### src/design/led_matrix_consts.svh
// **************************************************
// led matrix constants: panel geometry, serial bit
// timing, BCM base time and command opcodes
// **************************************************
`ifndef LED_MATRIX_CONSTS_SVH
`define LED_MATRIX_CONSTS_SVH

// panel geometry
`define LM_PANEL_WIDTH 16
`define LM_PANEL_HEIGHT 8
`define LM_PANEL_HALF 4        // scan rows, each drives a top and a bottom line
`define LM_PLANES 4            // brightness planes per color

`define LM_UART_TICKS_PER_BIT 16
`define LM_BCM_BASE_TICKS 4    // oe low time of plane 0

`define LM_OP_PIXEL 8'h50
`define LM_OP_BRIGHT 8'h42
`define LM_OP_COLOR 8'h45

`endif

### src/design/led_matrix_pkg.sv
// **************************************************
// led matrix types: vectors, bus structs, parser FSM
// **************************************************
`default_nettype none

package led_matrix_pkg;

    typedef logic [3:0] col_t;
    typedef logic [2:0] line_t;
    typedef logic [1:0] scan_row_t;   // also the row address pins
    typedef logic [1:0] plane_t;
    typedef logic [6:0] fb_addr_t;
    typedef logic [15:0] pixel_t;
    typedef logic [2:0] rgb_t;        // bit 0 red, 1 green, 2 blue
    typedef logic [3:0] plane_mask_t;
    typedef logic [7:0] byte_t;

    typedef struct packed {
        logic     en;
        fb_addr_t addr;
        pixel_t   data;
    } fb_write_t;

    typedef struct packed {
        logic  en_bright;
        logic  en_color;
        byte_t data;
    } cfg_write_t;

    typedef struct packed {
        logic      load;
        col_t      col;
        scan_row_t row;
        plane_t    plane;
    } scan_pos_t;

    typedef struct packed {
        plane_mask_t bright;
        rgb_t        color;
    } panel_cfg_t;

    typedef struct packed {
        rgb_t      rgb_top;
        rgb_t      rgb_bottom;
        scan_row_t row_addr;
        logic      clk_pixel;
        logic      row_latch;
        logic      oe_n;
    } hub75_t;

    typedef enum logic [2:0] {
        idle,
        pix_x,
        pix_y,
        pix_hi,
        pix_lo,
        cfg_arg
    } parse_state_t;

endpackage

`default_nettype wire

### src/design/command_parser.sv
// **************************************************
// command_parser: byte stream to framebuffer writes
// and configuration register writes
// **************************************************
`timescale 1ns/10ps
`default_nettype none
`include "led_matrix_consts.svh"

module command_parser (
    input  wire                        clk_root,
    input  wire                        rst_n,
    input  wire led_matrix_pkg::byte_t rx_byte,
    input  wire                        rx_valid,
    output led_matrix_pkg::fb_write_t  fb_wr,
    output led_matrix_pkg::cfg_write_t cfg_wr
);
    import led_matrix_pkg::*;

    parse_state_t state;

    logic     wr_en;
    fb_addr_t wr_addr;
    pixel_t   wr_data;
    logic     cfg_en_bright;
    logic     cfg_en_color;
    byte_t    cfg_data;

    col_t  pix_col;
    line_t pix_line;
    byte_t color_hi;
    logic  cfg_is_bright;   // which config opcode started the command

    always_ff @(posedge clk_root) begin
        if (!rst_n) begin
            state         <= idle;
            wr_en         <= 1'b0;
            cfg_en_bright <= 1'b0;
            cfg_en_color  <= 1'b0;
        end else begin
            wr_en         <= 1'b0;
            cfg_en_bright <= 1'b0;
            cfg_en_color  <= 1'b0;
            if (rx_valid) begin
                case (state)
                    idle: begin
                        case (rx_byte)
                            `LM_OP_PIXEL:  state <= pix_x;
                            `LM_OP_BRIGHT: state <= cfg_arg;
                            `LM_OP_COLOR:  state <= cfg_arg;
                            default:       state <= idle;   // stray byte
                        endcase
                    end
                    pix_x:  state <= pix_y;
                    pix_y:  state <= pix_hi;
                    pix_hi: state <= pix_lo;
                    pix_lo: begin
                        wr_en <= 1'b1;
                        state <= idle;
                    end
                    default: begin
                        cfg_en_bright <= cfg_is_bright;
                        cfg_en_color  <= !cfg_is_bright;
                        state         <= idle;
                    end
                endcase
            end
        end
    end

    // argument capture
    always_ff @(posedge clk_root) begin
        if (rx_valid) begin
            case (state)
                idle:   cfg_is_bright <= (rx_byte == `LM_OP_BRIGHT);
                pix_x:  pix_col <= rx_byte[$bits(col_t)-1:0];
                pix_y:  pix_line <= rx_byte[$bits(line_t)-1:0];
                pix_hi: color_hi <= rx_byte;
                pix_lo: begin
                    wr_addr <= {pix_line, pix_col};   // y * 16 + x
                    wr_data <= {color_hi, rx_byte};
                end
                default: cfg_data <= rx_byte;
            endcase
        end
    end

    assign fb_wr  = '{en: wr_en, addr: wr_addr, data: wr_data};
    assign cfg_wr = '{en_bright: cfg_en_bright, en_color: cfg_en_color, data: cfg_data};

endmodule

`default_nettype wire

### src/design/frame_buffer.sv
// **************************************************
// frame_buffer: pixel memory, one write port and
// registered top and bottom read ports
// **************************************************
`timescale 1ns/10ps
`default_nettype none
`include "led_matrix_consts.svh"

module frame_buffer (
    input  wire                            clk_root,
    input  wire                            rst_n,
    input  wire led_matrix_pkg::fb_write_t wr,
    input  wire led_matrix_pkg::fb_addr_t  addr_top,
    input  wire led_matrix_pkg::fb_addr_t  addr_bottom,
    output led_matrix_pkg::pixel_t         data_top,
    output led_matrix_pkg::pixel_t         data_bottom
);
    import led_matrix_pkg::*;

    localparam int FB_DEPTH = `LM_PANEL_WIDTH * `LM_PANEL_HEIGHT;

    pixel_t mem [FB_DEPTH];

    // reads see the old word on a same-address write
    always_ff @(posedge clk_root) begin
        if (!rst_n) begin
            for (int i = 0; i < FB_DEPTH; i++) begin
                mem[i] <= '0;
            end
            data_top    <= '0;
            data_bottom <= '0;
        end else begin
            if (wr.en) mem[wr.addr] <= wr.data;
            data_top    <= mem[addr_top];
            data_bottom <= mem[addr_bottom];
        end
    end

endmodule

`default_nettype wire

### src/design/led_matrix_top.sv
// **************************************************
// led_matrix_top: serial command input to a 16x8
// HUB75 panel
// **************************************************
`timescale 1ns/10ps
`default_nettype none

module led_matrix_top (
    input  wire                    clk_root,
    input  wire                    rst_n,
    input  wire                    uart_rx,
    output led_matrix_pkg::hub75_t panel
);
    import led_matrix_pkg::*;

    byte_t      rx_byte;
    logic       rx_valid;
    fb_write_t  fb_wr;
    cfg_write_t cfg_wr;
    panel_cfg_t cfg;
    scan_pos_t  pos;
    fb_addr_t   addr_top;
    fb_addr_t   addr_bottom;
    pixel_t     data_top;
    pixel_t     data_bottom;
    rgb_t       rgb_top;
    rgb_t       rgb_bottom;

    uart_rx rx0 (
        .clk_root(clk_root), .rst_n(rst_n), .rx(uart_rx),
        .rx_byte(rx_byte), .rx_valid(rx_valid)
    );

    command_parser parser0 (
        .clk_root(clk_root), .rst_n(rst_n), .rx_byte(rx_byte),
        .rx_valid(rx_valid), .fb_wr(fb_wr), .cfg_wr(cfg_wr)
    );

    panel_config_regs cfg0 (
        .clk_root(clk_root), .rst_n(rst_n), .cfg_wr(cfg_wr), .cfg(cfg)
    );

    frame_buffer fb0 (
        .clk_root(clk_root), .rst_n(rst_n), .wr(fb_wr),
        .addr_top(addr_top), .addr_bottom(addr_bottom),
        .data_top(data_top), .data_bottom(data_bottom)
    );

    pixel_fetch fetch0 (
        .clk_root(clk_root), .rst_n(rst_n), .pos(pos), .cfg(cfg),
        .addr_top(addr_top), .addr_bottom(addr_bottom),
        .data_top(data_top), .data_bottom(data_bottom),
        .rgb_top(rgb_top), .rgb_bottom(rgb_bottom)
    );

    matrix_scan scan0 (
        .clk_root(clk_root), .rst_n(rst_n), .rgb_top(rgb_top),
        .rgb_bottom(rgb_bottom), .pos(pos), .panel(panel)
    );

endmodule

`default_nettype wire

### src/design/matrix_scan.sv
// **************************************************
// matrix_scan: column shift, row latch and binary
// coded output enable timing for the HUB75 panel
// **************************************************
`timescale 1ns/10ps
`default_nettype none
`include "led_matrix_consts.svh"

module matrix_scan (
    input  wire                       clk_root,
    input  wire                       rst_n,
    input  wire led_matrix_pkg::rgb_t rgb_top,
    input  wire led_matrix_pkg::rgb_t rgb_bottom,
    output led_matrix_pkg::scan_pos_t pos,
    output led_matrix_pkg::hub75_t    panel
);
    import led_matrix_pkg::*;

    localparam int OE_MAX = `LM_BCM_BASE_TICKS << (`LM_PLANES - 1);
    localparam int OE_W   = $clog2(OE_MAX);

    localparam logic [1:0] PH_LOAD = 2'd0;
    localparam logic [1:0] PH_CLK  = 2'd2;   // rgb valid, pixel clock high
    localparam logic [1:0] PH_LAST = 2'd3;

    typedef enum logic [1:0] {sc_shift, sc_latch, sc_show, sc_blank} scan_state_t;

    scan_state_t     state;
    col_t            col;
    logic [1:0]      phase;
    plane_t          plane;
    scan_row_t       row;
    scan_row_t       row_addr_q;
    logic [OE_W-1:0] oe_cnt;

    always_ff @(posedge clk_root) begin
        if (!rst_n) begin
            state      <= sc_shift;
            col        <= '0;
            phase      <= '0;
            plane      <= '0;
            row        <= '0;
            row_addr_q <= '0;
            oe_cnt     <= '0;
        end else begin
            case (state)
                sc_shift: begin
                    phase <= phase + 1'b1;
                    if (phase == PH_LAST) begin
                        col <= col + 1'b1;   // wraps to 0 after the last column
                        if (col == col_t'(`LM_PANEL_WIDTH - 1)) begin
                            state      <= sc_latch;
                            row_addr_q <= row;   // address moves with the latch
                        end
                    end
                end
                sc_latch: begin
                    oe_cnt <= OE_W'((`LM_BCM_BASE_TICKS << plane) - 1);
                    state  <= sc_show;
                end
                sc_show: begin
                    if (oe_cnt == '0) state <= sc_blank;
                    else oe_cnt <= oe_cnt - 1'b1;
                end
                default: begin   // one dark cycle between planes
                    state <= sc_shift;
                    if (plane == plane_t'(`LM_PLANES - 1)) begin
                        plane <= '0;
                        row   <= row + 1'b1;   // wraps after the last scan row
                    end else begin
                        plane <= plane + 1'b1;
                    end
                end
            endcase
        end
    end

    always_comb begin
        pos.load  = (state == sc_shift) && (phase == PH_LOAD);
        pos.col   = col;
        pos.row   = row;
        pos.plane = plane;
    end

    always_comb begin
        panel.rgb_top    = rgb_top;
        panel.rgb_bottom = rgb_bottom;
        panel.row_addr   = row_addr_q;
        panel.clk_pixel  = (state == sc_shift) && (phase == PH_CLK);
        panel.row_latch  = (state == sc_latch);
        panel.oe_n       = (state != sc_show);   // leds lit only while showing
    end

endmodule

`default_nettype wire

### src/design/panel_config_regs.sv
// **************************************************
// panel_config_regs: brightness and color enables
// **************************************************
`timescale 1ns/10ps
`default_nettype none

module panel_config_regs (
    input  wire                             clk_root,
    input  wire                             rst_n,
    input  wire led_matrix_pkg::cfg_write_t cfg_wr,
    output led_matrix_pkg::panel_cfg_t      cfg
);
    import led_matrix_pkg::*;

    // full color and all planes until told otherwise
    always_ff @(posedge clk_root) begin
        if (!rst_n) begin
            cfg.bright <= '1;
            cfg.color  <= '1;
        end else begin
            if (cfg_wr.en_bright) begin
                cfg.bright <= cfg_wr.data[$bits(plane_mask_t)-1:0];   // one bit per plane
            end
            if (cfg_wr.en_color) begin
                cfg.color <= cfg_wr.data[$bits(rgb_t)-1:0];   // r, g, b
            end
        end
    end

endmodule

`default_nettype wire

### src/design/pixel_fetch.sv
// **************************************************
// pixel_fetch: reads both pixels of a scan position
// and reduces them to the masked bits of one plane
// **************************************************
`timescale 1ns/10ps
`default_nettype none
`include "led_matrix_consts.svh"

module pixel_fetch (
    input  wire                             clk_root,
    input  wire                             rst_n,
    input  wire led_matrix_pkg::scan_pos_t  pos,
    input  wire led_matrix_pkg::panel_cfg_t cfg,
    output led_matrix_pkg::fb_addr_t        addr_top,
    output led_matrix_pkg::fb_addr_t        addr_bottom,
    input  wire led_matrix_pkg::pixel_t     data_top,
    input  wire led_matrix_pkg::pixel_t     data_bottom,
    output led_matrix_pkg::rgb_t            rgb_top,
    output led_matrix_pkg::rgb_t            rgb_bottom
);
    import led_matrix_pkg::*;

    logic   load_d;    // read data arrives this cycle
    plane_t plane_d;

    // plane bit of each color, then both enables
    function automatic rgb_t plane_bits(pixel_t px, plane_t p, panel_cfg_t c);
        rgb_t bits;
        bits[0] = px[2 * `LM_PLANES + p];   // red 11:8
        bits[1] = px[`LM_PLANES + p];       // green 7:4
        bits[2] = px[p];                    // blue 3:0
        return bits & c.color & {3{c.bright[p]}};
    endfunction

    // bottom line sits half a panel below
    assign addr_top    = {line_t'(pos.row), pos.col};
    assign addr_bottom = {line_t'(pos.row) + line_t'(`LM_PANEL_HALF), pos.col};

    always_ff @(posedge clk_root) begin
        if (!rst_n) begin
            load_d     <= 1'b0;
            rgb_top    <= '0;
            rgb_bottom <= '0;
        end else begin
            load_d <= pos.load;
            if (load_d) begin
                rgb_top    <= plane_bits(data_top, plane_d, cfg);
                rgb_bottom <= plane_bits(data_bottom, plane_d, cfg);
            end
        end
    end

    always_ff @(posedge clk_root) begin
        plane_d <= pos.plane;   // follows the memory latency
    end

endmodule

`default_nettype wire

### src/design/uart_rx.sv
// **************************************************
// uart_rx: 8N1 receiver, one byte strobe per frame
// **************************************************
`timescale 1ns/10ps
`default_nettype none
`include "led_matrix_consts.svh"

module uart_rx (
    input  wire                    clk_root,
    input  wire                    rst_n,
    input  wire                    rx,
    output led_matrix_pkg::byte_t  rx_byte,
    output logic                   rx_valid
);
    import led_matrix_pkg::*;

    localparam int TICKS  = `LM_UART_TICKS_PER_BIT;
    localparam int TICK_W = $clog2(TICKS);

    typedef enum logic [1:0] {rx_idle, rx_start, rx_data, rx_stop} rx_state_t;

    rx_state_t         state;
    logic [1:0]        rx_sync;   // two flop synchronizer, line idles high
    logic [TICK_W-1:0] tick_cnt;
    logic [2:0]        bit_cnt;
    byte_t             shift_reg;

    always_ff @(posedge clk_root) begin
        if (!rst_n) begin
            rx_sync  <= 2'b11;
            state    <= rx_idle;
            tick_cnt <= '0;
            bit_cnt  <= '0;
            rx_valid <= 1'b0;
        end else begin
            rx_sync  <= {rx_sync[0], rx};
            rx_valid <= 1'b0;
            case (state)
                rx_idle: begin
                    tick_cnt <= '0;
                    if (!rx_sync[1]) state <= rx_start;    // falling edge
                end
                rx_start: begin
                    if (tick_cnt == TICK_W'(TICKS / 2 - 1)) begin
                        tick_cnt <= '0;
                        bit_cnt  <= '0;
                        // a start bit that is gone by mid-bit was a glitch
                        state    <= rx_sync[1] ? rx_idle : rx_data;
                    end else begin
                        tick_cnt <= tick_cnt + 1'b1;
                    end
                end
                rx_data: begin
                    if (tick_cnt == TICK_W'(TICKS - 1)) begin
                        tick_cnt <= '0;
                        bit_cnt  <= bit_cnt + 1'b1;
                        if (bit_cnt == 3'd7) state <= rx_stop;
                    end else begin
                        tick_cnt <= tick_cnt + 1'b1;
                    end
                end
                default: begin    // stop bit
                    if (tick_cnt == TICK_W'(TICKS - 1)) begin
                        state    <= rx_idle;
                        rx_valid <= rx_sync[1];  // framing error drops the byte
                    end else begin
                        tick_cnt <= tick_cnt + 1'b1;
                    end
                end
            endcase
        end
    end

    // lsb first
    always_ff @(posedge clk_root) begin
        if (state == rx_data && tick_cnt == TICK_W'(TICKS - 1)) begin
            shift_reg <= {rx_sync[1], shift_reg[7:1]};
        end
    end

    assign rx_byte = shift_reg;

endmodule

`default_nettype wire

### config.mk
export PLATFORM = sky130hd
export DESIGN_NAME = led_matrix_top
export DESIGN_NICKNAME = d
export VERILOG_FILES = /design/src/design/led_matrix_pkg.sv /design/src/design/command_parser.sv /design/src/design/frame_buffer.sv /design/src/design/led_matrix_top.sv /design/src/design/matrix_scan.sv /design/src/design/panel_config_regs.sv /design/src/design/pixel_fetch.sv /design/src/design/uart_rx.sv
export VERILOG_INCLUDE_DIRS = /design/src /design/src/design
export SDC_FILE = /design/constraint.sdc
export NUM_CORES = 2
export LEC_CHECK = 0
export ABC_CLOCK_PERIOD_IN_PS = 3900
export BUFFER_PORTS_ARGS = -buffer_cell sky130_fd_sc_hd__buf_2
export CORE_MARGIN = 2
export CORE_UTILIZATION = 30
export CTS_CLUSTER_SIZE = 25
export DETAILED_ROUTE_END_ITERATION = 10
export PLACE_DENSITY = 0.48
export SETUP_SLACK_MARGIN = 0.5
export SYNTH_ARGS = -nofsm -noshare
export SYNTH_HDL_FRONTEND = slang
export SYNTH_SLANG_ARGS = --single-unit
### constraint.sdc
create_clock -name clk_root -period 3.9 [get_ports clk_root]
set_input_delay 0.78 -clock clk_root [delete_from_list [all_inputs] [get_ports clk_root]]
set_output_delay 0.78 -clock clk_root [all_outputs]
set_load 0.03 [all_outputs]
==> flow_metrics.env <==
export IMPL_status="finished clean"
export IMPL_p_sw_share_pct=23.3
export IMPL_finalPower_mw=41.6
export IMPL_cp_arrival_ns=3.85
export IMPL_clk_latency_ns=0.82
export IMPL_yosysWarnings=0
export IMPL_synth_ff_type="edfxtp_1"
export IMPL_path_buf_inv=3
export IMPL_reg2reg_setup_slack_ns=0.76
export IMPL_cts_path_max_buffers=3
export IMPL_worstHoldStart="uart_rx"
export IMPL_die_w_um=504
export IMPL_vias=42200
export IMPL_final_nets=5212
export IMPL_vias_per_cell=4.87
export IMPL_die_height_um=504
export IMPL_dieArea_mm2=0.254
export IMPL_ir_drop_mv=0.355
export IMPL_reg2reg_from="scan0.col[0]$_SDFFE_PN0P_"
export IMPL_hold_violations=0
export IMPL_r2r_cells=7
export IMPL_syn_nets=5131
export IMPL_slowest_delay_ns=0.69
export IMPL_p_int_mw=31.9
export IMPL_ant_nets=0
export IMPL_hpwl_um=135000
export IMPL_cts_sinks=1656
export IMPL_synthCells=5109
export IMPL_crit_type="reg2reg"
export IMPL_crit_path_end_kind="flip-flop"
export IMPL_gp_congestion=0.795
export IMPL_synth_edf_count=1579
export IMPL_fmax_mhz=319
export IMPL_grt_pass1_vias=43400
export IMPL_period_minus_slack_ns=3.14
export IMPL_cp_max_fo=21
export IMPL_initial_utilization_pct=30.2
export IMPL_cts_tree="built"
export IMPL_antenna_found_initial=5
export IMPL_p_seq_share_pct=49.6
export IMPL_powerDensity_mw_per_mm2=482
export IMPL_p_sw_mw=9.70
export IMPL_cts_resized_gates=0
export IMPL_final_common_cell="edfxtp_1"
export IMPL_pwr_share_comb_pct=9.8
export IMPL_relSlewSlack_pct=7.51
export IMPL_cts_max_level=4
export IMPL_clock_skew_ns=0.0308
export IMPL_hold_path_class="in2reg"
export IMPL_core_mm2=0.248
export IMPL_final_layout_size_suffix_gt1_share_pct=18.4
export IMPL_wl_um=220000
export IMPL_cts_setup_buffers=0
export IMPL_synth_seq_area_share_pct=65.4
export IMPL_cts_buffers=180
export IMPL_crit_path_end="fb0.data_top[7]$_SDFF_PN0_"
export IMPL_hold_buffers=0
export IMPL_io_buffers=13
export IMPL_period_share_pct=80.5
export IMPL_placementRows=183
export IMPL_crit_slowest_cell="dfxtp_4"
export IMPL_layout_common_cells="edfxtp_1 (1579), and2_1 (1549), buf_4 (370)"
export IMPL_critPathTopFamily="buffers and inverters"
export IMPL_hold_ws_ns=0.168
export IMPL_reg2reg_to="fb0.data_top[7]$_SDFF_PN0_"
export IMPL_syn_avg_cell_area_um2=14.7
export IMPL_startpoint_type="flip-flop"
export IMPL_yosysUniqueCellTypes=53
export IMPL_final_max_slew_violation_count=0
export IMPL_crit_path_cell_trace="buf_12 -> buf_4 -> mux4_2 -> a211oi_1 -> buf_4 -> a21oi_1 -> a22o_1"
export IMPL_pwr_share_clk_pct=40.6
export IMPL_ys_ff_latch=1656
export IMPL_syn_area_mm2=0.0749
export IMPL_dr_pass1_iters=5
export IMPL_setup_viol=0
export IMPL_syn_to_final_growth_pct=15.1
export IMPL_grt_usage_pct=17.1
export IMPL_drt_iter0_markers=3980
export IMPL_grt_max_degree=129
export IMPL_cap_viol_max_count=0
export IMPL_grt_pass1_wl_um=319000
export IMPL_rsz0062_at_grt="no"
export IMPL_async_reset_ff_share_pct=0
export IMPL_clk_pin_slew_ns=0.06
export IMPL_p_leak_nw=28.7
export IMPL_cp_common_cell="buf_4"
export IMPL_cp_data_required_time_ns=4.61
export IMPL_tightest_slew_ns=1.39
export IMPL_drc=0
export IMPL_finalSetupTns_ns=0
export IMPL_wire_per_inst_um=25.4
export IMPL_cp_depth=7
export IMPL_cts_root_buf="clkbuf_16"
export IMPL_grt_overflow=0
export IMPL_io_pins=14
export IMPL_worstSetupStartpoint="scan0.col[0]$_SDFFE_PN0P_"
[per-stage QoR]
stage               worst slack [ns]  instances  utilization, %  cell area (um^2)
global route                   0.684       8674            34.7             86200
floorplan                       1.04       5109               -             74900
CTS                            0.692       8673            34.7             86200
finish                         0.761       8679            34.7             86200
detailed placement             0.708       8338            32.4             80500
global placement               0.701       8338            32.4             80500
[cells by family (layout without fill, tap and decap cells)]
kind of cell	count (synthesis)	count (layout)	synth area share (%)
fa+ha+maj	19	19	0.317
compound gates	531	531	4.70
buf+inv	535	769	3.10
mux	507	507	11.7
simple gates	1854	1854	14.8
flops	1656	1656	65.4
xor+xnor	7	7	0.0818
other cells	0	6	0
[layer usage]
layer	share of wire (%)	GRT usage, %
met1	46	24.7
met3	4.8	2.36
met4	1.9	3.70
met2	47	27.3
met5	0	0
[power groups by stage]
stage	registers, mW	logic (mW)	clock network (mW)
2_1_floorplan	20.8	2.99	0
3_3_place_gp	21.0	4.15	0
3_5_place_dp	21.0	4.17	0
4_1_cts	20.6	4.18	17.2
5_1_grt	20.7	4.38	17.9
6_report	20.6	4.09	16.9
[state kept, by name (all words and copies together) (netlist names), 4 cells and up]
signal,count
fb0.mem,1536
fb0.data_bottom,12
fb0.data_top,12
parser0.wr_data,12
rx0.rx_byte,8
cfg0.cfg,7
parser0.wr_addr,7
scan0.oe_cnt,5
parser0.cfg_data,4
parser0.color_hi,4
parser0.pix_col,4
rx0.tick_cnt,4
scan0.col,4
[synth_stat cells (49+ instances only)]
master	instances	area [um^2]
nor2_1	145	544
o21ai_0	135	676
a22oi_1	70	526
edfxtp_1	1579	47400
nand2_1	63	236
mux2i_1	212	2120
a21oi_1	79	395
o22ai_1	49	307
a211oi_1	71	533
clkbuf_1	417	1570
dfxtp_1	77	1540
and2_1	1550	9700
mux4_2	294	6620
[worst min-delay path by stage]
stage,end,cells after the start
2_1_floorplan,fetch0.plane_d[1]$_DFF_P_,0
3_3_place_gp,fetch0.plane_d[1]$_DFF_P_,0
3_5_place_dp,fetch0.plane_d[1]$_DFF_P_,0
4_1_cts,rx0.rx_sync[0]$_SDFF_PN1_,2
5_1_grt,rx0.rx_sync[0]$_SDFF_PN1_,2
6_report,rx0.rx_sync[0]$_SDFF_PN1_,2
[final cells by class]
type,instances,area (um^2)
fill,23800,162000
sequential,1656,49000
multi-input combinational,2918,23700
clock buffer,244,4900
tap,3330,4170
timing repair buffer,420,3590
clock inverter,91,813
inverter,14,52.6
antenna,6,15.0
Power figures use the tool's default switching activity.
